## src/ddc_pkg.sv

```systemverilog
/*
 * DDC shared definitions: sample and accumulator widths, settings
 * register map, rotation quadrants and output buffer sizing
 */
package ddc_pkg;

  localparam int SAMPLE_WIDTH = 16;
  localparam int MIX_WIDTH    = SAMPLE_WIDTH + 1;  // room to negate the most negative sample
  localparam int MAX_DECIM    = 16;

  // smallest n with 2**n >= value
  function automatic int log2_ceil(input int value);
    int result = 0;
    while ((1 << result) < value) begin
      result++;
    end
    return result;
  endfunction

  // bit growth of a 4-stage CIC is 4 * log2(rate)
  localparam int CIC_WIDTH    = MIX_WIDTH + 4 * log2_ceil(MAX_DECIM);
  localparam int SCALE_WIDTH  = 18;
  localparam int SCALE_SHIFT  = 16;                // 2**16 is unity gain
  localparam int PHASE_WIDTH  = 32;
  localparam int FIFO_DEPTH   = 16;
  localparam int PIPE_RESERVE = 8;                 // slots kept free for samples in flight

  typedef enum logic [7:0] {
    REG_FREQ  = 8'd0,
    REG_SCALE = 8'd1,
    REG_DECIM = 8'd2,
    REG_MUX   = 8'd3
  } ddc_reg_e;

  typedef enum logic [1:0] {
    QUAD_0   = 2'd0,
    QUAD_90  = 2'd1,
    QUAD_180 = 2'd2,
    QUAD_270 = 2'd3
  } quad_e;

endpackage

```

## src/ddc_settings.sv

```systemverilog
/*
 * DDC settings registers. Holds frequency, scale and mux settings and
 * defers a decimation rate change until the chain is idle or cleared
 */
module ddc_settings (
  input  logic                                   clk,
  input  logic                                   reset,
  input  logic                                   i_clear,
  input  logic                                   i_set_stb,
  input  logic [7:0]                             i_set_addr,
  input  logic [31:0]                            i_set_data,
  input  logic                                   i_in_fire,
  output logic [ddc_pkg::PHASE_WIDTH-1:0]        o_phase_inc,
  output logic signed [ddc_pkg::SCALE_WIDTH-1:0] o_scale,
  output logic [7:0]                             o_decim_rate,
  output logic                                   o_rate_stb,
  output logic                                   o_realmode,
  output logic                                   o_swap_iq
);
  import ddc_pkg::*;

  logic       active;     // samples entered since the last clear
  logic       rate_wr;
  logic       rate_pend;  // rate write waiting for a clear
  logic [7:0] rate_req;

  assign rate_wr = i_set_stb & (i_set_addr == REG_DECIM);

  always_ff @(posedge clk) begin
    if (reset) begin
      o_phase_inc <= '0;
      o_scale     <= SCALE_WIDTH'(1 << SCALE_SHIFT);  // unity gain
      o_realmode  <= 1'b0;
      o_swap_iq   <= 1'b0;
    end else if (i_set_stb) begin
      case (ddc_reg_e'(i_set_addr))
        REG_FREQ:  o_phase_inc <= i_set_data[PHASE_WIDTH-1:0];
        REG_SCALE: o_scale     <= i_set_data[SCALE_WIDTH-1:0];
        REG_MUX: begin
          o_realmode <= i_set_data[1];
          o_swap_iq  <= i_set_data[0];
        end
        default: ;  // rate handled below, others ignored
      endcase
    end
  end

  // changing the rate mid-stream would corrupt the CIC output
  always_ff @(posedge clk) begin
    if (reset) begin
      active       <= 1'b0;
      rate_pend    <= 1'b0;
      o_decim_rate <= 8'd1;
      o_rate_stb   <= 1'b0;
    end else begin
      o_rate_stb <= 1'b0;
      if (i_clear) begin
        active <= 1'b0;
      end else if (i_in_fire) begin
        active <= 1'b1;
      end
      if (rate_wr & (i_clear | ~active)) begin
        o_decim_rate <= i_set_data[7:0];  // idle, apply at once
        o_rate_stb   <= 1'b1;
        rate_pend    <= 1'b0;
      end else if (rate_pend & i_clear) begin
        o_decim_rate <= rate_req;
        o_rate_stb   <= 1'b1;
        rate_pend    <= 1'b0;
      end else if (rate_wr) begin
        rate_pend <= 1'b1;
      end
    end
  end

  always_ff @(posedge clk) begin
    if (rate_wr) begin
      rate_req <= i_set_data[7:0];
    end
  end

endmodule

```

## config.mk

```make
export PLATFORM = sky130hd
export DESIGN_NAME = ddc_settings
export DESIGN_NICKNAME = d
export VERILOG_FILES = /design/src/ddc_pkg.sv /design/src/ddc_settings.sv
export SDC_FILE = /design/constraint.sdc
export NUM_CORES = 1
export LEC_CHECK = 0
export ABC_CLOCK_PERIOD_IN_PS = 2350
export BUFFER_PORTS_ARGS = -buffer_cell sky130_fd_sc_hd__buf_2
export CAP_MARGIN = 20
export CORE_UTILIZATION = 53
export DETAILED_ROUTE_END_ITERATION = 10
export PLACE_DENSITY_LB_ADDON = 0.12
export SLEW_MARGIN = 20
export SYNTH_ARGS = -nofsm -noshare
export SYNTH_HDL_FRONTEND = slang
export SYNTH_SLANG_ARGS = --single-unit
```

## constraint.sdc

```tcl
create_clock -name clk -period 2.35 [get_ports clk]
set_input_delay 0.705 -clock clk [delete_from_list [all_inputs] [get_ports clk]]
set_output_delay 0.705 -clock clk [all_outputs]
set_load 0.1 [all_outputs]
```

== Word-level counts from Yosys, hierarchy flattened ==
Index checks and enable logic that the tools add are counted.
Storage, ports and cells
  register bits after elaboration: 71
  output and inout bits: 61
  logic and storage cells: 28
Cells by class
  eq/ne operators: 3
  multiplexer cells: 4
  bitwise operators: 5
  reductions and logical operators: 7
Operator list (number)
  == test 8 x 2 -> 1 bit (second input constant): 2
  2-to-1 mux 8 bit: 2
  == test 8 x 1 -> 1 bit (second input constant): 1
  zero test 8 bit: 1
  AND reduction 2 bit: 3
  bitwise AND 1 bit: 3
  OR reduction 3 bit: 1
  2-to-1 mux 1 bit: 2
  nonzero test 2 bit: 1
  OR reduction 2 bit: 1
  NOT 1 bit: 1
  OR 1 bit: 1

== Logic depth before layout (Yosys ltp) ==
  word-level depth: 4
  gate-level depth with buffers: 5
  gate-level depth less buffers: 3

== Worst setup path after synthesis ==
Ideal clock, no wire load.
  path type: input -> register
  from: input port i_set_addr[5]
  to: register rate_req[0], enable pin
  library setup time: 0.340 ns
  arrival time: 1.471 ns
  required time: 2.010 ns
  setup slack: 0.539 ns
  stages: 2
  cell sequence: nor4_4 > and3_1
On the way
  cells in the longest elaborated chain, start to end: 2
Ends and longest elaborated chain
  from (decl): RTL line ddc_settings.sv:10  | input logic [7:0] i_set_addr,
  == test 8 x 2 -> 1 bit: RTL line ddc_settings.sv:27  | assign rate_wr = i_set_stb & (i_set_addr == REG_DECIM);
  bitwise AND 1 bit: RTL line ddc_settings.sv:27
  net rate_wr: RTL line ddc_settings.sv:23  | logic rate_wr;
  to (signal assigned): RTL line ddc_settings.sv:78  | rate_req <= i_set_data[7:0];
  to (decl): RTL line ddc_settings.sv:25  | logic [7:0] rate_req;
The timed path passes the listed nets, and every way through them passes these cells.
A chain may end at the register's enable or synchronous reset.

== Worst setup path in the final report ==
  from: register o_phase_inc[1] (netlist bit)
  to: output port o_phase_inc[1] (netlist bit)
RTL lines
  from (decl): RTL line ddc_settings.sv:13  | output logic [ddc_pkg::PHASE_WIDTH-1:0] o_phase_inc,
  from (signal assigned): RTL line ddc_settings.sv:37  | REG_FREQ: o_phase_inc <= i_set_data[PHASE_WIDTH-1:0];
No word-level cell between the ends.

==> results.yml <==
layout:
  syn_to_final_growth_pct: 25.2
  regArea_um2: 1500
  nFillCells: 446
  nets: 429
  drive_gt1_frac: 0.328
  diodes: 0
  multi_input_area_um2: 1430
  design_area_um2: 3800
clock_tree:
  hold_buffers: 0
  clkSinkCount: 71
  path_clk_slew_ps: 70
  cts_setup_buffers: 0
  max-clock-path-buffers: 2
  tritoncts: "done"
  cts-root-buf: "clkbuf_8"
  cts_htree_levels: 3
  postCtsResizedCells: 0
  numCtsBuffers: 9
  worstSkewPairLatency_ps: 330
hold_path:
  hp-class: "flop to flop"
  min_from: "o_scale[13]"
grt:
  grt_pass1_vias: 2166
  track_usage: 0.218
  grt_overflow: 0
  grt_pass1_wl_um: 10100
  grt_max_degree: 36
  antenna_found_initial: 0
setup_path:
  crit_slowest_cell: "buf_2"
  crit_path_cell_trace: "buf_2"
  crit_required_ps: 1640
  critPathMaxStageDelay_ps: 440
  crit_buf_inv: 1
  cp_max_fo: 2
  crit_family: "buffers and inverters"
  crit_arrival_ps: 1100
  path_class: "flop to primary output"
  start_kind: "flop"
  r2r_start: "rate_pend"
  startpoint: "o_phase_inc[1]"
  end_kind: "primary output"
detailed_routing:
  vias_per_cell: 4.91
  wire_per_inst_um: 13.7
  dr.pass1.iters: 7
  vias: 2255
  drc: 0
  finalWirelength_um: 6290
  drtIter0Drc: 59
  final_antenna_net_count: 0
yosys:
  ys_async_sr_fraction: 0
  synth_edf_count: 8
  ys_types: 27
  ys_seq_area_frac: 0.494
  syn-instance-count: 279
  synth-main-ff-cell: "dfxtp_1"
  yosys_warnings: 0
  avgSynthCellArea_um2: 10.9
  ys_ff_latch: 71
  yosysTopAreaCellShare: 0.415
  syn_area_um2: 3040
  synth_nets: 324
  yosys.area.top_type: "dfxtp_1"
  synthTopCellsByArea: "dfxtp_1 (41%), mux2i_1 (20%), nand2b_1 (17%)"
pwr:
  total_leakage_power_uw: 0.00191
  power_frac_seq: 0.542
  pwr-share-comb: 0.060
  power_density_nw_per_um2: 596
  swShare: 0.211
  power.share.clock: 0.398
  peakVddDrop_uv: 336
  cellInternalPower_uw: 1790
  p_sw_uw: 478
floorplanning:
  die_x_um: 77.7
  die_area_um2: 6040
  initial_core_util: 0.552
  io_pins: 106
  chipHeight_um: 77.7
  core-area_um2: 5510
  row_count: 27
sta:
  fmax_mhz: 553
  tightest_slew_ps: 505
  drv_slew: 0
  fin_crit_sh: 0.769
  hold_ws_ps: 470
  final_hold_viol_count: 0
  rsz0062_at_grt: "no"
  slew_headroom: 0.666
  finalSetupViolations: 0
  fin_skew_ps: 5.72
  period_needed_ps: 1810
  fin_tns_setup_ps: 0
placement:
  place_area_um2: 3620
  io_buffers: 105
  gp_congestion: 0.781
  hpwl_um: 4440
status:
  status: "complete, no violations"
flow_run:
  maxCapViolCount: 0
[power groups by stage]
stage	Sequential [µW]	Combinational, µW	Clock [µW]
final	1230	137	903
after CTS	1230	137	927
after global routing	1230	149	975
after global placement	1260	135	0
after floorplan	1260	65.9	0
after detailed placement	1260	136	0
[stage by stage]
step / power [µW] / utilization / setup WS, ps / instances
after floorplan: 1330 / - / 539 / 279
after global placement: 1390 / 0.658 / 386 / 445
after detailed placement: 1390 / 0.658 / 334 / 445
after CTS: 2290 / 0.691 / 525 / 459
after global routing: 2350 / 0.691 / 497 / 459
final: 2270 / 0.691 / 542 / 459
[worst paths after layout]
path | slack (ps) | cells after the start | to
max | 540 | 1 | o_phase_inc[1]
min | 470 | 2 | o_scale[13]
max reg2reg | 1090 | 3 | o_decim_rate[0]
min reg2reg | 470 | 2 | o_scale[13]
[flip-flops by register name, indices dropped and copies added (netlist names)]
| register | cells |
|---|---|
| o_phase_inc | 32 |
| o_swap_iq | 1 |
| o_realmode | 1 |
| active | 1 |
| rate_pend | 1 |
| o_scale | 18 |
| o_rate_stb | 1 |
| o_decim_rate | 8 |
| rate_req | 8 |
[cell usage in the layout (no fill, tap or decap), drive strengths merged]
cell and instances:
and4 1, dfxtp 63, a21oi 1, nand2b 83, nand3 1, clkbuf 14, o21bai 7, nor3 1
o2111ai 1, a21boi 7, inv 1, nor4 1, and2 1, edfxtp 8, a211oi 1, o21a 1
mux2i 61, nor2 5, nand4 2, nand2 3, and3 10, nor2b 1, buf 113
[Yosys cell counts, drive strengths merged, types with 2 or more instances]
library cell  count
clkbuf           13
o21bai            7
a21boi            7
and3             10
nor2              5
edfxtp            8
mux2i            61
nand2             3
nand4             2
dfxtp            63
buf               6
nand2b           83
[layout make-up]
type | count | share of cell area
Timing Repair Buffer | 113 | 0.157
Clock buffer | 14 | 0.0483
Inverter | 1 | 0.000987
Tap cell | 72 | 0.0237
Sequential cell | 71 | 0.395
Multi-Input combinational cell | 188 | 0.375
[kinds of logic (layout without fill, tap and decap cells)]
logic type / count (synthesis) / in the layout / synth area share
AO/OA/AOI/OAI: 18 / 18 / 0.0441
buffers and inverters: 20 / 128 / 0.0362
flip-flops: 71 / 71 / 0.494
multiplexers: 61 / 61 / 0.201
AND/OR/NAND/NOR: 109 / 109 / 0.225
[per-layer routing]
layer  global-route usage  part of all wire
met1                0.276              0.45
met2                0.357              0.48
met3               0.0553             0.051
met4               0.0792            0.0094
met5                    0                 0
Note: power is estimated with default switching activity, not from simulation.
