--- config.mk ---
export PLATFORM = sky130hd
export DESIGN_NAME = ddc_scale_round
export DESIGN_NICKNAME = d
export VERILOG_FILES = /design/src/ddc_pkg.sv /design/src/ddc_scale_round.sv
export SDC_FILE = /design/constraint.sdc
export NUM_CORES = 2
export LEC_CHECK = 0
export ABC_CLOCK_PERIOD_IN_PS = 7250
export BUFFER_PORTS_ARGS = -buffer_cell sky130_fd_sc_hd__buf_4
export CAP_MARGIN = 0
export CORE_ASPECT_RATIO = 1.4
export CORE_UTILIZATION = 55
export DETAILED_ROUTE_END_ITERATION = 7
export PLACE_DENSITY = 0.75
export SYNTH_ARGS = -nofsm -noshare
export SYNTH_HDL_FRONTEND = slang
export SYNTH_SLANG_ARGS = --single-unit
--- constraint.sdc ---
create_clock -name clk -period 7.25 [get_ports clk]
set_input_delay 1.0875 -clock clk [delete_from_list [all_inputs] [get_ports clk]]
set_output_delay 1.0875 -clock clk [all_outputs]
set_load 0.03 [all_outputs]
--- src/ddc_pkg.sv ---
/*
 * DDC shared definitions: sample and accumulator widths, settings
 * register map, rotation quadrants and output buffer sizing
 */
package ddc_pkg;

  localparam int SAMPLE_WIDTH = 16;
  localparam int MIX_WIDTH    = SAMPLE_WIDTH + 1;  // room to negate the most negative sample
  localparam int MAX_DECIM    = 16;

  // smallest n with 2**n >= value
  function automatic int log2_ceil(input int value);
    int result = 0;
    while ((1 << result) < value) begin
      result++;
    end
    return result;
  endfunction

  // bit growth of a 4-stage CIC is 4 * log2(rate)
  localparam int CIC_WIDTH    = MIX_WIDTH + 4 * log2_ceil(MAX_DECIM);
  localparam int SCALE_WIDTH  = 18;
  localparam int SCALE_SHIFT  = 16;                // 2**16 is unity gain
  localparam int PHASE_WIDTH  = 32;
  localparam int FIFO_DEPTH   = 16;
  localparam int PIPE_RESERVE = 8;                 // slots kept free for samples in flight

  typedef enum logic [7:0] {
    REG_FREQ  = 8'd0,
    REG_SCALE = 8'd1,
    REG_DECIM = 8'd2,
    REG_MUX   = 8'd3
  } ddc_reg_e;

  typedef enum logic [1:0] {
    QUAD_0   = 2'd0,
    QUAD_90  = 2'd1,
    QUAD_180 = 2'd2,
    QUAD_270 = 2'd3
  } quad_e;

endpackage

--- src/ddc_scale_round.sv ---
/*
 * Output scaler. Signed multiply with half-LSB offset, arithmetic
 * shift, then saturation to 16 bits and I/Q packing
 */
module ddc_scale_round (
  input  logic                                   clk,
  input  logic                                   reset,
  input  logic                                   i_clear,
  input  logic signed [ddc_pkg::SCALE_WIDTH-1:0] i_scale,
  input  logic                                   i_stb,
  input  logic signed [ddc_pkg::CIC_WIDTH-1:0]   i_i,
  input  logic signed [ddc_pkg::CIC_WIDTH-1:0]   i_q,
  output logic                                   o_stb,
  output logic [2*ddc_pkg::SAMPLE_WIDTH-1:0]     o_data
);
  import ddc_pkg::*;

  localparam int PROD_W  = CIC_WIDTH + SCALE_WIDTH;
  localparam int SHIFT_W = PROD_W - SCALE_SHIFT;
  localparam logic signed [PROD_W-1:0]  HALF    = 1 <<< (SCALE_SHIFT - 1);
  localparam logic signed [SHIFT_W-1:0] SAT_MAX = (1 <<< (SAMPLE_WIDTH - 1)) - 1;
  localparam logic signed [SHIFT_W-1:0] SAT_MIN = -(1 <<< (SAMPLE_WIDTH - 1));

  logic [2:0]                     stb_pipe;  // multiply, round, clip
  logic signed [CIC_WIDTH-1:0]    x_in    [2];
  logic signed [PROD_W-1:0]       prod    [2];
  logic signed [SHIFT_W-1:0]      shifted [2];
  logic signed [SAMPLE_WIDTH-1:0] sat     [2];

  assign x_in[0] = i_i;
  assign x_in[1] = i_q;
  assign o_stb   = stb_pipe[2];
  assign o_data  = {sat[0], sat[1]};  // I upper, Q lower

  always_ff @(posedge clk) begin
    if (reset | i_clear) begin
      stb_pipe <= '0;
    end else begin
      stb_pipe <= {stb_pipe[1:0], i_stb};
    end
  end

  always_ff @(posedge clk) begin
    for (int c = 0; c < 2; c++) begin
      if (i_stb) begin
        prod[c] <= x_in[c] * i_scale + HALF;
      end
      if (stb_pipe[0]) begin
        shifted[c] <= SHIFT_W'(prod[c] >>> SCALE_SHIFT);
      end
      if (stb_pipe[1]) begin
        if (shifted[c] > SAT_MAX) begin
          sat[c] <= SAT_MAX[SAMPLE_WIDTH-1:0];
        end else if (shifted[c] < SAT_MIN) begin
          sat[c] <= SAT_MIN[SAMPLE_WIDTH-1:0];
        end else begin
          sat[c] <= shifted[c][SAMPLE_WIDTH-1:0];
        end
      end
    end
  end

endmodule

=== Word-level counts from Yosys, hierarchy flattened ===
Memories as Yosys holds them, arrays and structs flattened.
Cells that the tools add are included.

* Add/sub/neg operators: 2
* Multipliers: 2
* Magnitude comparators: 4
* Multiplexer cells: 30
* Bitwise operators: 5

{| class="wikitable"
|+ Operators by type and width
! operator !! number
|-
| $add 51x17->51 const B || 2
|-
| $mul 33x18->51 || 2
|-
| $gt 35x16->1 const B || 2
|-
| $lt 35x16->1 const B || 2
|-
| $mux 16 || 4
|-
| $mux 1 || 26
|-
| $or 1x1->1 || 5
|}

* Flip-flop bits (word level): 3
* Memory bits (writable): 204
* Output and inout bits: 33
* Memories kept: 3

{| class="wikitable"
|+ Memory list
! memory !! words !! bits a word !! read ports !! clocked after memory_dff !! write ports !! line !! RTL
|-
| prod || 2 || 51 || 2 || 0 || 2 || ddc_scale_round.sv:26 || <nowiki>logic signed [PROD_W-1:0] prod [2];</nowiki>
|-
| shifted || 2 || 35 || 2 || 0 || 2 || ddc_scale_round.sv:27 || <nowiki>logic signed [SHIFT_W-1:0] shifted [2];</nowiki>
|-
| sat || 2 || 16 || 2 || 0 || 2 || ddc_scale_round.sv:28 || <nowiki>logic signed [SAMPLE_WIDTH-1:0] sat [2];</nowiki>
|}

=== Logic depth before layout (Yosys ltp) ===
* Word-level depth: 7
* Gate-level depth with buffers: 27

=== Least setup slack after synthesis ===
OpenSTA, ideal clock, no wires.

* Path type: input port to flip-flop
* Start: input i_scale[3] (netlist name)
* End: memory prod[0][99] (netlist name), data pin
* Setup time: 0.180 ns
* Data arrival time: 6.842 ns
* Data required time: 7.070 ns
* Setup slack: 0.228 ns
* Stages: 25
* Path buffers: 3
* Cell sequence: clkbuf_1 > clkbuf_1 > nand2_1 > inv_1 > fa_1 > inv_1 > fa_1 > fa_1 > inv_1 > fa_1 > fa_1 > inv_1 > fa_1 > inv_1 > ha_1 > clkbuf_1 > a21o_1 > a21o_1 > a21o_1 > a31oi_1 > o21ai_0 > a21oi_1 > o21ai_2 > a2111o_1 > o311ai_1

{| class="wikitable"
|+ RTL lines
! element !! line !! RTL
|-
| start, declared || ddc_scale_round.sv:9 || <nowiki>input logic signed [ddc_pkg::SCALE_WIDTH-1:0] i_scale,</nowiki>
|-
| end, declared || ddc_scale_round.sv:26 ||
|}

==> flow_summary.toml <==
[outcome]
status = "complete, no violations"

[final_layout]
final_nets = 6254
layout_commonest_cell = "inv_1"
drive_gt1_share_pct = 7.53
antenna_cells = 0
area_growth_pct = 7.87
final_cell_mix = "inv_1, fa_1, nand2_1, and2_1, buf_4"
fillers = 6875
final_area_um2 = 48900
fin_cells = 5880

[worst_hold_path]
whs_endpoint = "shifted[0][64]$_DFFE_PP_"
worstHoldPathCells = 0
hold_path.startpoint = "prod[0][96]$_DFFE_PP_"
hp-class = "flop to flop"

[yosys]
yosysSeqAreaShare_pct = 11.5
synth_edf_count = 172
synth_top_cell_area_share_pct = 50.2
avgSynthCellArea_um2 = 9.65
synth_area_leader_cell = "fa_1"
syn-num-nets = 6158
async_flop_share_pct = 0
synth_ff_type = "edfxtp_1"
ys_seq_elements = 175
synthTopCellsByArea = "fa_1, edfxtp_1, inv_1"
netlist_area_um2 = 45400
yosysWarningCount = 0
synth_cells = 4700
yosys.cell_types.count = 65

[sta]
period_needed_ns = 6.96
fin_crit_sh_pct = 96.0
setup_violations = 0
rsz0062_at_grt = "no"
skew_ns = 0.00978
relSlewSlack_pct = 27.8
final_hold_viol_count = 0
worst_slew_pin_slew_ns = 1.08
fmax_mhz = 144
fin_tns_setup_ns = 0
slew_violations = 0
setup_slack_ns = 0.290

[clock_network]
cts-root-buf = "clkbuf_16"
clk_latency_ns = 0.47
clock_sinks = 175
cts-buffers-inserted = 17
h-tree-depth = 4
cts_tree = "yes"
clk_pin_slew_ns = 0.07
max-clock-path-buffers = 2
cts_setup_buffers = 0

[detailed_routing]
routed_wl_um = 109000
drc = 0
drt_first_pass_iters = 7
routed-via-count = 31800
drt_iter0_drc = 1704
vias_per_cell = 5.40
post_drt_wl_per_cell_um = 18.5
drtAntennaViolNets = 0

[placement]
place_area_um2 = 48400
port_buffers = 120
place.gp.congestion = 0.896
dp_slack_ns = -0.131
dp_cells = 5848
dp_hpwl_um = 88400

[critical_path]
reg2reg_from = "stb_pipe[1]$_SDFF_PP0_"
rrSetupSlack_ns = 4.97
worst-setup-path-type = "primary input to flop"
reg2reg_depth = 2
reg2reg_to = "sat[1][5]$_SDFFCE_PN1P_"
required_ns = 7.48
crit_top_cell = "fa_1"
startpoint_type = "primary input"
path_max_fanout = 40
cp_cell_sequence = "buf_4 -> and2_1 -> fa_1 -> inv_1 -> fa_1 -> fa_1 -> inv_1 -> fa_1 -> fa_1 -> inv_1 -> fa_1 -> inv_1 -> ha_1 -> a21oi_1 -> o211ai_1 -> nor3b_2 -> a221o_2 -> o21ai_1 -> a31oi_2 -> o21ai_0 -> nand2b_1 -> xor2_1"
critPathArrivalTime_ns = 7.19
cpMaxStageDelayCell = "fa_1"
cpPeakStageDelay_ns = 0.51
endpoint_kind = "flop"

[die]
core_um2 = 81600
dieArea_um2 = 83600
fp.dieW_um = 245
initial_utilization_pct = 55.6
fp.dieH_um = 342
rows = 124
ioPinCount = 121

[global_route]
grt_pass1_vias = 36500
grt-ovfl-total = 0
grtUsageTotal_pct = 28.1
grt_max_degree = 72
antenna_found_initial = 1
grt_pass1_wl_um = 181000

[run]
cap_viol_max_count = 0
==> registers in the layout, indices dropped and copies added, names as in the netlist <==
signal	count
sat	32
shifted	70
stb_pipe	3
prod	70
==> Yosys cell counts, drive strengths merged, types with 2 or more instances <==
library cell and n:
nand4 23, xnor2 65, nor2b 8, and4 6, o31ai 2, dfxtp 3, o21a 10, clkbuf 225
inv 1243, fa 1138, nor4 13, nor3b 2, a211o 6, and2 459, a21oi 56, or3 6
a21o 74, nor2 106, a31oi 9, xor2 16, o311ai 2, edfxtp 172, a211oi 5, a21boi 2
buf 3, nand3 11, nand2 694, a2111oi 4, o21ai 38, ha 232, and3 5, a2111o 2
nor3 20, o21bai 6, nand2b 15
==> layer usage <==
metal  vias up  share of wire, %  GRT usage, %
met5         -             0.016             0
li1      13700                 -             -
met4         2               6.7          17.4
met2      1138                54          51.6
met3       393               5.2          3.33
met1     16500                34          30.5
==> kinds of logic (layout without fill, tap and decap cells) <==
kind of cell	after synthesis	count (layout)	synth area share, %
xor+xnor	81	81	1.56
flops	175	175	11.5
simple gates	1374	1374	14.6
mux	1	1	0.0221
compound gates	228	228	3.50
fa+ha+maj	1370	1370	56.6
buf+inv	1471	1580	12.2
==> critical path, delay by kind of cell <==
family | cells | cell delay [ns]
buffers and inverters | 5 | 0.73
adders and majority gates | 7 | 3.14
xor gates and xnor gates | 1 | 0.14
and+or+nand+nor | 3 | 0.50
AOI/OAI and AO/OA | 6 | 1.57
==> what timing repair did <==
item / CTS / global route
hold buffers: 0 / 0
endpoints found under the hold margin: 0 / 0
endpoints found under the setup margin: 0 / 6
resized for setup: 0 / 6
==> how the worst max path moves through the flow <==
stage,start,endpoint,slack (ns),cells after the start
floorplan,i_scale[3],prod[0][99]$_DFFE_PP_,0.23,25
global placement,i_scale[3],prod[0][45]$_DFFE_PP_,-0.06,22
detailed placement,i_scale[4],prod[0][91]$_DFFE_PP_,-0.13,21
CTS,i_scale[3],prod[0][41]$_DFFE_PP_,0.34,22
global route,i_scale[13],prod[0][44]$_DFFE_PP_,0.003,20
finish,i_scale[8],prod[0][41]$_DFFE_PP_,0.29,22
==> cell type report <==
type                            instances  area, um2  share of cell area [%]
Tap cell                             1071       1340                    2.74
Sequential cell                       175       5230                    10.7
Inverter                             1243       4670                    9.54
Clock inverter                         14        111                   0.228
Timing Repair Buffer                  305       2530                    5.16
Clock buffer                           18        429                   0.877
Multi-Input combinational cell       3054      34600                    70.8
==> per-stage QoR <==
step	util, %	hold slack [ns]
3_5_place_dp	59.3	0.405
6_report	60.0	0.417
5_1_grt	60.0	0.419
2_1_floorplan	-	0.400
3_3_place_gp	59.3	0.400
4_1_cts	59.9	0.414
Power is not shown: default switching activity piles up to over one toggle a cycle in this logic, so the estimate is an artifact.
