**config.mk**
```make
export PLATFORM = sky130hd
export DESIGN_NAME = sample_fifo
export DESIGN_NICKNAME = d
export VERILOG_FILES = /design/src/ddc_pkg.sv /design/src/sample_fifo.sv
export SDC_FILE = /design/constraint.sdc
export NUM_CORES = 1
export LEC_CHECK = 0
export ABC_AREA = 1
export ABC_CLOCK_PERIOD_IN_PS = 4500
export BUFFER_PORTS_ARGS = -buffer_cell sky130_fd_sc_hd__buf_4
export CAP_MARGIN = 40
export CORE_MARGIN = 2
export CORE_UTILIZATION = 46
export CTS_BUF_LIST = sky130_fd_sc_hd__clkbuf_16
export CTS_CLUSTER_DIAMETER = 200
export DETAILED_ROUTE_END_ITERATION = 7
export GPL_TIMING_DRIVEN = 0
export SYNTH_ARGS = -nofsm -noshare
export SYNTH_HDL_FRONTEND = slang
export SYNTH_SLANG_ARGS = --single-unit
```
**constraint.sdc**
```tcl
create_clock -name clk -period 4.5 [get_ports clk]
set_clock_uncertainty 0.15 [all_clocks]
set_input_delay 0.45 -clock clk [delete_from_list [all_inputs] [get_ports clk]]
set_output_delay 0.45 -clock clk [all_outputs]
set_load 0.02 [all_outputs]
```
**src/ddc_pkg.sv**
```systemverilog
/*
 * DDC shared definitions: sample and accumulator widths, settings
 * register map, rotation quadrants and output buffer sizing
 */
package ddc_pkg;

  localparam int SAMPLE_WIDTH = 16;
  localparam int MIX_WIDTH    = SAMPLE_WIDTH + 1;  // room to negate the most negative sample
  localparam int MAX_DECIM    = 16;

  // smallest n with 2**n >= value
  function automatic int log2_ceil(input int value);
    int result = 0;
    while ((1 << result) < value) begin
      result++;
    end
    return result;
  endfunction

  // bit growth of a 4-stage CIC is 4 * log2(rate)
  localparam int CIC_WIDTH    = MIX_WIDTH + 4 * log2_ceil(MAX_DECIM);
  localparam int SCALE_WIDTH  = 18;
  localparam int SCALE_SHIFT  = 16;                // 2**16 is unity gain
  localparam int PHASE_WIDTH  = 32;
  localparam int FIFO_DEPTH   = 16;
  localparam int PIPE_RESERVE = 8;                 // slots kept free for samples in flight

  typedef enum logic [7:0] {
    REG_FREQ  = 8'd0,
    REG_SCALE = 8'd1,
    REG_DECIM = 8'd2,
    REG_MUX   = 8'd3
  } ddc_reg_e;

  typedef enum logic [1:0] {
    QUAD_0   = 2'd0,
    QUAD_90  = 2'd1,
    QUAD_180 = 2'd2,
    QUAD_270 = 2'd3
  } quad_e;

endpackage

```
**src/sample_fifo.sv**
```systemverilog
/*
 * Output sample buffer. Circular buffer with valid/ready read side
 * and a free-entry count for input flow control
 */
module sample_fifo #(
  parameter int DEPTH = ddc_pkg::FIFO_DEPTH
) (
  input  logic                               clk,
  input  logic                               reset,
  input  logic                               i_clear,
  input  logic                               i_push,
  input  logic [2*ddc_pkg::SAMPLE_WIDTH-1:0] i_data,
  output logic                               o_valid,
  output logic [2*ddc_pkg::SAMPLE_WIDTH-1:0] o_data,
  input  logic                               i_ready,
  output logic [$clog2(DEPTH+1)-1:0]         o_free
);

  localparam int PTR_W = (DEPTH > 1) ? $clog2(DEPTH) : 1;
  localparam int CNT_W = $clog2(DEPTH + 1);

  logic [2*ddc_pkg::SAMPLE_WIDTH-1:0] mem [DEPTH];
  logic [PTR_W-1:0]                   wr_ptr;
  logic [PTR_W-1:0]                   rd_ptr;
  logic [CNT_W-1:0]                   count;
  logic                               full;
  logic                               pop;
  logic                               push_ok;

  assign full    = (count == CNT_W'(DEPTH));
  assign pop     = o_valid & i_ready;
  assign push_ok = i_push & (~full | pop);  // a word leaving frees its slot
  assign o_valid = (count != '0);
  assign o_data  = mem[rd_ptr];
  assign o_free  = CNT_W'(DEPTH) - count;

  always_ff @(posedge clk) begin
    if (reset | i_clear) begin
      wr_ptr <= '0;
      rd_ptr <= '0;
      count  <= '0;
    end else begin
      if (push_ok) begin
        wr_ptr <= (wr_ptr == PTR_W'(DEPTH - 1)) ? '0 : wr_ptr + 1'b1;
      end
      if (pop) begin
        rd_ptr <= (rd_ptr == PTR_W'(DEPTH - 1)) ? '0 : rd_ptr + 1'b1;
      end
      case ({push_ok, pop})
        2'b10:   count <= count + 1'b1;
        2'b01:   count <= count - 1'b1;
        default: ;
      endcase
    end
  end

  always_ff @(posedge clk) begin
    if (push_ok) begin
      mem[wr_ptr] <= i_data;
    end
  end

endmodule

```
# ---- After elaboration in Yosys (flattened, before gate mapping)
# Memory sizes are Yosys's and may differ from the RTL's. A register that Yosys moved wholly into a read port is not among the register bits.
# Cells that the tools add are included.
dict set report classes {
  add_sub_neg 5
  n_eq_ne 5
  n_mux 7
  n_bitwise 5
  reduce_logical 2
}
# op n
set ops {}
lappend ops {{$mux 4} 4}
lappend ops {{$pmux 5 s2} 1}
lappend ops {{$add 4x1->4 const B} 2}
lappend ops {{$eq 4x4->1 const B} 2}
lappend ops {{$add 5x1->5 const B} 1}
lappend ops {{$eq 5x5->1 const B} 1}
lappend ops {{$reduce_bool 5->1} 1}
lappend ops {{$sub 5x1->5 const B} 1}
lappend ops {{$sub 5x5->5 const A} 1}
lappend ops {{$and 1x1->1} 2}
lappend ops {{$eq 2x1->1 const B} 1}
lappend ops {{$eq 2x2->1 const B} 1}
lappend ops {{$mux 1} 2}
lappend ops {{$or 1x1->1} 2}
lappend ops {{$reduce_bool 2->1} 1}
lappend ops {{$not 1->1} 1}
dict set report word_totals {
  reg_bits 13
  ramBits 512
  out_inout_bits 38
  mem_count 1
}
# memory depth word_bits rd rd_clocked_by_memory_dff write_ports line
set mem_list {}
lappend mem_list {mem 16 32 1 1 1 sample_fifo.sv:22} ;# logic [2*ddc_pkg::SAMPLE_WIDTH-1:0] mem [DEPTH];

# ---- Depth between registers and ports, before layout
# Gate-level depths: netlist of the first run.
dict set report logic_depth {
  ltp_word 6
  mapped_depth 16
  mapped_depth_nobuf 16
}

# ---- Worst setup path before layout of the first run
# OpenSTA, ideal clock, no wires.
dict set report synth_timing {
  path_kind {reg2reg}
  start {reg count[0]}
  end {mem mem[7][0] (netlist name), enable pin}
  setup_ns 0.461
  t_arrival_ns 3.965
  required_ns 3.889
  setup_slack_ns -0.076
  path_stages_with_launch 10
  n_path_buf 0
  period_less_slack_ns 4.576
  path_cell_list {dfxtp_1 > inv_1 > ha_1 > nor3b_1 > ha_1 > inv_1 > nand2_2 > a21oi_2 > nand2_2 > nor3_1}
}
dict set report synth_between {
  elab_chain_len 6
  elab_cells_between_ends 8
  classes_between {eq/ne (1); mux (2); bitwise (4); reduce/logical (1)}
}
# item line
set synth_rtl {}
lappend synth_rtl {{start, declared} sample_fifo.sv:25} ;# logic [CNT_W-1:0] count;
lappend synth_rtl {{start signal, assigned} sample_fifo.sv:50} ;# 2'b10: count <= count + 1'b1;
lappend synth_rtl {{start signal, assigned} sample_fifo.sv:51} ;# 2'b01: count <= count - 1'b1;
lappend synth_rtl {{$reduce_bool 5->1} sample_fifo.sv:33} ;# assign o_valid = (count != '0);
lappend synth_rtl {{net o_valid} sample_fifo.sv:13} ;# output logic o_valid,
lappend synth_rtl {{$and 1x1->1} sample_fifo.sv:31} ;# assign pop = o_valid & i_ready;
lappend synth_rtl {{$or 1x1->1} sample_fifo.sv:32} ;# assign push_ok = i_push & (~full | pop);
lappend synth_rtl {{$and 1x1->1} sample_fifo.sv:32}
lappend synth_rtl {{$mux 1} sample_fifo.sv:58} ;# if (push_ok) begin
lappend synth_rtl {{$mux 1 (not written as such)} sample_fifo.sv:59} ;# mem[wr_ptr] <= i_data;
lappend synth_rtl {{end, declared} sample_fifo.sv:22}
# The timed path passes the listed nets, and every way through them passes these cells.

==> summary.md, run 1 <==
During placement, the flow inserted port buffers numbering 74. The tools report the required time at the endpoint of the critical path as 3.90 ns. Reg-to-reg critical path startpoint: count[0]$_SDFFE_PP0P_.

The logs give 10700 uW for the total power and 0 for the detailed-route DRC error count. The time the final worst path needs with I/O delays and setup was 3.687 ns. Counting along the longest clock path gives a buffer depth of 3. The run gives 71.20% as the sequential area share after synthesis. The largest single stage delay on the critical path is 0.74 ns. Prior to clock tree synthesis, the placed netlist has a worst setup slack of 1.006 ns. The clock drives 529 sinks.

The tools report the critical path data arrival time as 3.09 ns. The run finished with clean final reports. Dividing the synthesized area by the synthesized cell count gives 12.65 sq um. The HPWL reported at the end of detailed placement was 39.32 mm; the number of buffers and inverters on the critical path was 3.

Entering global routing, the biggest net connects 23 pins. The top cell types in the final layout, fill and taps aside, are edfxtp_1, inv_1, nand2_1, nand3_1, o211ai_1. After detailed routing, the number of vias per cell comes to 5.574. The CTS buffer count was 55.

STA classifies the critical path endpoint as an output port. Critical setup path kind: register to output port. The tools report the yosys synthesis warning count as 0.

After clock tree synthesis, the clock-pin slew on the worst setup and hold paths is 0.06 ns. The total number of vias came out at 14370. The slowest stage of the critical path is the buf_1 cell. Of the cells placed in the final design, the portion with a size suffix greater than 1 is 16.00%. Most utilized layer in the global route result: met2.

Actual transition at the worst max-transition pin: 0.9526 ns. Setup repair after global routing left no endpoint under its margin. For this run the aggregate overflow at the end of global routing stands at 0. For this design the ratio of total power to cell area is 413.8 nW/um^2. Of the available clock period, the critical path in the final layout requires 81.92%.

Once detail routing completed, the nets flagged for antenna violations numbered 0. After the first detailed-routing iteration, the DRC count stood at 1577. The number of global-route vias before repair was 13960; the number of H-tree levels was 2. Die boundary height: 223.0 um.

The logs give 0.009255 uW for the reported leakage power and 0 for the max-capacitance violation count. The wire length of the first global-routing pass was 90.65 mm; the horizontal die dimension was 223.0 um. The root buffer cell chosen for the clock tree is clkbuf_16. Before antenna repair, the detailed router went through 5 iterations.

Count of final max-slew check failures: 0. The launch point of the worst hold path is i_data[2]. The area growth from synthesis to layout works out to 17.11%.

TritonCTS built the clock tree. The netlist uses 26 different library cells. Type of the tightest min-delay check: primary input to register. Routability-driven placement finished with a final weighted congestion of 0.8300. The logs give 271.3 MHz for the timing-limited maximum frequency and 4.201% for the global-route met3 utilization. For this run, global-route usage on met1 was measured as 33.79%. In the global route stage, met2 resource usage came out at 41.23%. The run gives 46.42% as the initial core utilization. The final setup violation count was 0; the worst path setup slack after routing was 0.8135 ns. VDD sags by at most 0.2680 mV. In the final routed layout, each cell accounts on average for 24.12 um. The run gives 1745 as the instance count of the mapped netlist. The initial antenna violation count was 0. Setup TNS: 0 ns.

For the worst-skew pair, the clock arrives at the later sink with an insertion delay of 0.60 ns. The number of hold-slack violations in the final timing report was 0. The tools report the number of inserted filler cells in the final layout as 3887.

The critical path goes through clkbuf_1 > buf_1 > nand3_1 > nand3_1 > nand2_1 > buf_4. The register bit total from synthesis is 529, and the critical-path maximum fanout is 10. In the final design database the tool counted 1968 nets. The run gives 47550 sq um as the floorplan core area. Among cell families on the critical path, the largest total delay comes from buffers and inverters.

The max-slew headroom at the worst pin was 36.49%. The number of antenna diodes in the final layout is 0. The number of ports placed on the die boundary was 75. Summed over all layers, the routed wires come to 62.16 mm.

The floorplan step defined a die boundary enclosing 49750 sq um. The tools report the number of placement rows as 80. Global routing used 25.09% of the available tracks. For the synthesized net count, the log shows 1794. The buffer count from post-CTS setup fixing came out at 0.

The tools report the cell area after synthesis as 22070 sq um. The library cell used most frequently in the layout, excluding fill and tap cells, is edfxtp_1. The worst setup path is launched from a register.

Most frequent cell on the critical path: nand3_1.
routing by layer:
layer	part of all wire, %	up-vias	routed length [um]
met3	7.6	142	4755
met1	41	7060	25780
met5	0	-	0
met2	47	615	29510
met4	3.4	0	2109
li1	-	6548	-
sequential cells by signal, indices dropped and copies added (netlist names), named ones only:
register  flops
count         5
mem         512
wr_ptr        4
rd_ptr        4
layout make-up:
class                      count  area, sq um  share of cell area [%]
buffer                       107        574.3                   2.222
inverter                     276         1036                   4.008
tap                          615        769.5                   2.977
timing repair buffer         117         1182                   4.574
clock inverter                43        281.5                   1.089
sequential                   529        15720                   60.80
clock buffer                  57         1426                   5.518
multi-input combinational    833         4862                   18.81
path summary, 6_finish.rpt:
path,endpoint,slack (ns),cells past startpoint
worst max-delay path,o_data[29],0.81,6
worst min-delay path,mem[11][2]$_DFFE_PP_,0.01,1
worst min register to register,register,0.35,2
worst max register to register,mem[10][16]$_DFFE_PP_,1.02,10
worst reg2reg max path: cells and delay by family (launching register included):
family                     cells  cell delay, ns
adders and majority gates      2            0.41
AOI/OAI and AO/OA              1            0.39
DFF                            1            0.46
buffers and inverters          3            0.41
and+or+nand+nor                4            1.31
cells by family (layout without fill, tap and decap cells):
logic type                 count (synthesis)  after routing  share of synthesized area (%)
buffers and inverters                    383            600                          7.296
and+or+nand+nor                          493            493                          9.598
adders and majority gates                 12             12                         0.7143
DFF                                      529            529                          71.20
xor gates and xnor gates                   7              7                         0.2778
AOI/OAI and AO/OA                        321            321                          10.91
synth_stat cells (all sizes together):
cell type | n | area share, %
nand3b | 1 | 0.034
nor3b | 1 | 0.034
nor2 | 25 | 0.43
dfxtp | 17 | 1.5
edfxtp | 512 | 70
nand2 | 263 | 4.5
nand3 | 199 | 4.5
o21ai | 55 | 1.2
ha | 11 | 0.62
nand4 | 1 | 0.028
o211ai | 209 | 8.4
clkbuf | 20 | 0.34
a21oi | 57 | 1.3
xnor2 | 4 | 0.16
xor2 | 3 | 0.12
nor3 | 3 | 0.068
fa | 1 | 0.091
buf | 87 | 2.3
inv | 276 | 4.7
per-stage QoR:
step                      util, %  hold slack, ns  instances  area, sq um
after floorplan                 -          0.2965       1745        22080
after global placement      49.22          0.3194       2434        23400
after detailed placement    50.27          0.3360       2453        23900
after CTS                   54.36        0.001060       2577        25850
after global routing        54.36         0.01638       2577        25850
final                       54.36         0.01228       2577        25850
repair_timing:
item	in CTS	in global routing
hold buffers	24	0
resized for setup	0	0
endpoints found under the hold margin	293	0
power by group:
group	total (uW)	switching [uW]	internal [uW]
combinational	861	577	284
clock	4370	1880	2500
sequential	5460	16.7	5440
No activity file was read; power rests on OpenSTA's default activity.
==> inputs of run 2 (changes only) <==
- ABC_CLOCK_PERIOD_IN_PS: 4500 -> 3600
- clock period: 4.5 -> 3.6 ns (I/O delays scaled with it)
==> run 2 against run 1 <==
Compared with the run above:
- sequential cell count unchanged
- clock power up 21%
- routed wire length up 0.86%
- clock-buffer cell count unchanged
- global-route usage up 0.19 points
- sequential power up 25%
- die area unchanged
- sequential share of layout area down 0.73 points
- power up 23%
- worst hold slack better by 0.027 ns
- utilization up 0.66 points
- critical path depth unchanged
==> summary.md, run 2 (synthesis gave the netlist of run 1 again) <==
The flow ran to the end, and the final reports show no timing, DRC or antenna violations. The region available for standard cell placement spans 47550 sq um. For the worst setup path, the data required time is 3.09 ns.

The port buffer count is 74. In this run the worst hold path is classified as primary input to register. The overall track demand over capacity in global routing is 25.28%, and the remaining global-route overflow is 0. The number of global-route vias before repair came out at 13810. For the number of search-and-repair iterations in the first detailed-routing pass, the log shows 5.

The tools report the final setup violation count as 0. The tools report the number of nets in the finished design as 1996. The initial antenna violation count was 0. For the initial core utilization, the log shows 46.42%. The areal power density over the cells was 504.7 nW/um^2; the post-placement cell area was 23910 sq um. Measured against its own limit, the worst slew margin works out to 38.25%. Max-cap violations in this run came to 0. The worst setup path is captured at an output port. The depth of the worst register-to-register path is 10, and the detailed-route wire length per cell is 24.10 um. In the routed layout, each cell is associated on average with a via count of 5.563. The first global-routing pass estimated 90.96 mm of wire. Ranked by flip-flop count, first place goes to mem.

At the worst endpoint, the arrival time is 3.03 ns. The tools report the number of H-tree levels as 2. TritonCTS built the clock tree. The detailed-route DRC error count was 0; the instance count along the most critical hold path was 4. The area growth from synthesis to layout is 18.53%.

The critical setup path kind is register to output port. Across all setup checks in the final design, the least slack found is 0.05523 ns. The tools report the number of non-filler instances in the completed layout as 2602. Prior to clock tree synthesis, the placed netlist has a worst setup slack of 0.1000 ns. The timing-limited maximum frequency is 282.1 MHz, and the number of placement rows is 80.

The tools report the number of hold-slack violations in the final timing report as 0. The time the final worst path needs with I/O delays and setup was 3.545 ns. The worst-case IR drop observed on VDD is 0.2643 mV.

The library cell used most frequently in the layout, excluding fill and tap cells, is edfxtp_1. Summing all non-filler instances in the final layout gives an area of 26160 sq um. At the end of routability-driven placement, the weighted congestion stood at 0.7994. The die covers 49750 sq um. In this run, CTS created clock tree buffers numbering 55.

The detailed router finished its first iteration with 1575 violations. The total wire length was 62.70 mm; the antenna violation net count after detailed routing was 0. For the pin with the worst max-slew slack, the measured transition is 0.9263 ns.

The number of antenna diodes in the final layout is 0. The tightest hold path in the finished design has a slack of 0.03895 ns. From bottom edge to top edge, the die measures 223.0 um. The clock latency on the worst-skew pair was 0.61 ns; the clock-pin transition on the worst setup and hold timing paths was 0.05 ns.

Entering global routing, the biggest net connects 22 pins. The number of buffers between clock root and the deepest sink is 3, and the horizontal die dimension is 223.0 um. The register with the most flip-flops in the layout has 512 of them. The tree is rooted in a clkbuf_16.

The logs give 14470 for the total number of vias and 529 for the total clock sinks. The count of final max-slew check failures came out at 0. Final clock period utilization by the worst path: 98.47%.

Along the worst path, the maximum fanout reaches 10. Leaving out fill and tap cells, the most frequent cells in the layout are edfxtp_1, inv_1, nand2_1, nand3_1, o211ai_1. The post-route netlist has 16.71% of its cells at a drive strength greater than 1. Kind of start point of the critical path: a register. The tools report the number of ports placed on the die boundary as 75. The reported leakage power was 0.009416 uW.

The largest registers in the layout are mem x512, count x5. Once placement completed, the tool counted placed cells totaling 2453. The HPWL reported at the end of detailed placement came out at 39.41 mm.
==> run 2: worst paths after layout <==
check	start	to	slack, ns
max	register	o_data[17]	0.06
min	i_push	count[1]$_SDFFE_PP0P_	0.04
max reg2reg	count[0]$_SDFFE_PP0P_	mem[11][16]$_DFFE_PP_	0.29
min reg2reg	rd_ptr[2]$_SDFFE_PP0N_	register	0.34
==> run 2: timing repair <==
action / 4_1_cts / 5_1_grt
gates resized for setup: 0 / 4
setup buffers: 0 / 19
hold buffers: 34 / 0
setup endpoints to repair: 0 / 190
endpoints found under the hold margin: 517 / 0
==> run 2: layout make-up <==
class / instances / area, sq um
Inverter: 276 / 1036
Multi-Input combinational cell: 833 / 4862
Clock buffer: 57 / 1426
Buffer: 106 / 578.1
Tap cell: 615 / 769.5
Timing Repair Buffer: 146 / 1553
Fill cell: 3816 / 21390
Clock inverter: 40 / 220.2
Sequential cell: 529 / 15720
==> run 2: per-stage QoR <==
step,power [uW],utilization [%],TNS (ns)
floorplan,7525,-,-49.54
global route,13570,55.02,-0.0001645
CTS,13250,54.48,0
global placement,7979,49.23,-782.64
detailed placement,8006,50.30,0
finish,13200,55.02,0
==> run 2: worst max-delay path: stages, from the launching register on <==
cell and delay (ns):
dfxtp_1 0.34, clkdlybuf4s15_1 0.72, clkbuf_1 0.69, nand3_1 0.28
nand3_1 0.15, nand2_1 0.08, buf_4 0.16
==> run 2: routing by layer <==
layer	up-vias	wire length, um	GRT usage, %
li1	6584	-	-
met5	-	0	0
met1	7115	26040	35.22
met2	672	29500	40.43
met3	103	5126	3.780
met4	0	2031	9.548
==> run 2: power by group <==
group	internal [uW]	switching, uW	leakage, uW
clock network	2970	2320	0.000864
registers	6810	20.6	0.00476
logic	367	721	0.00379
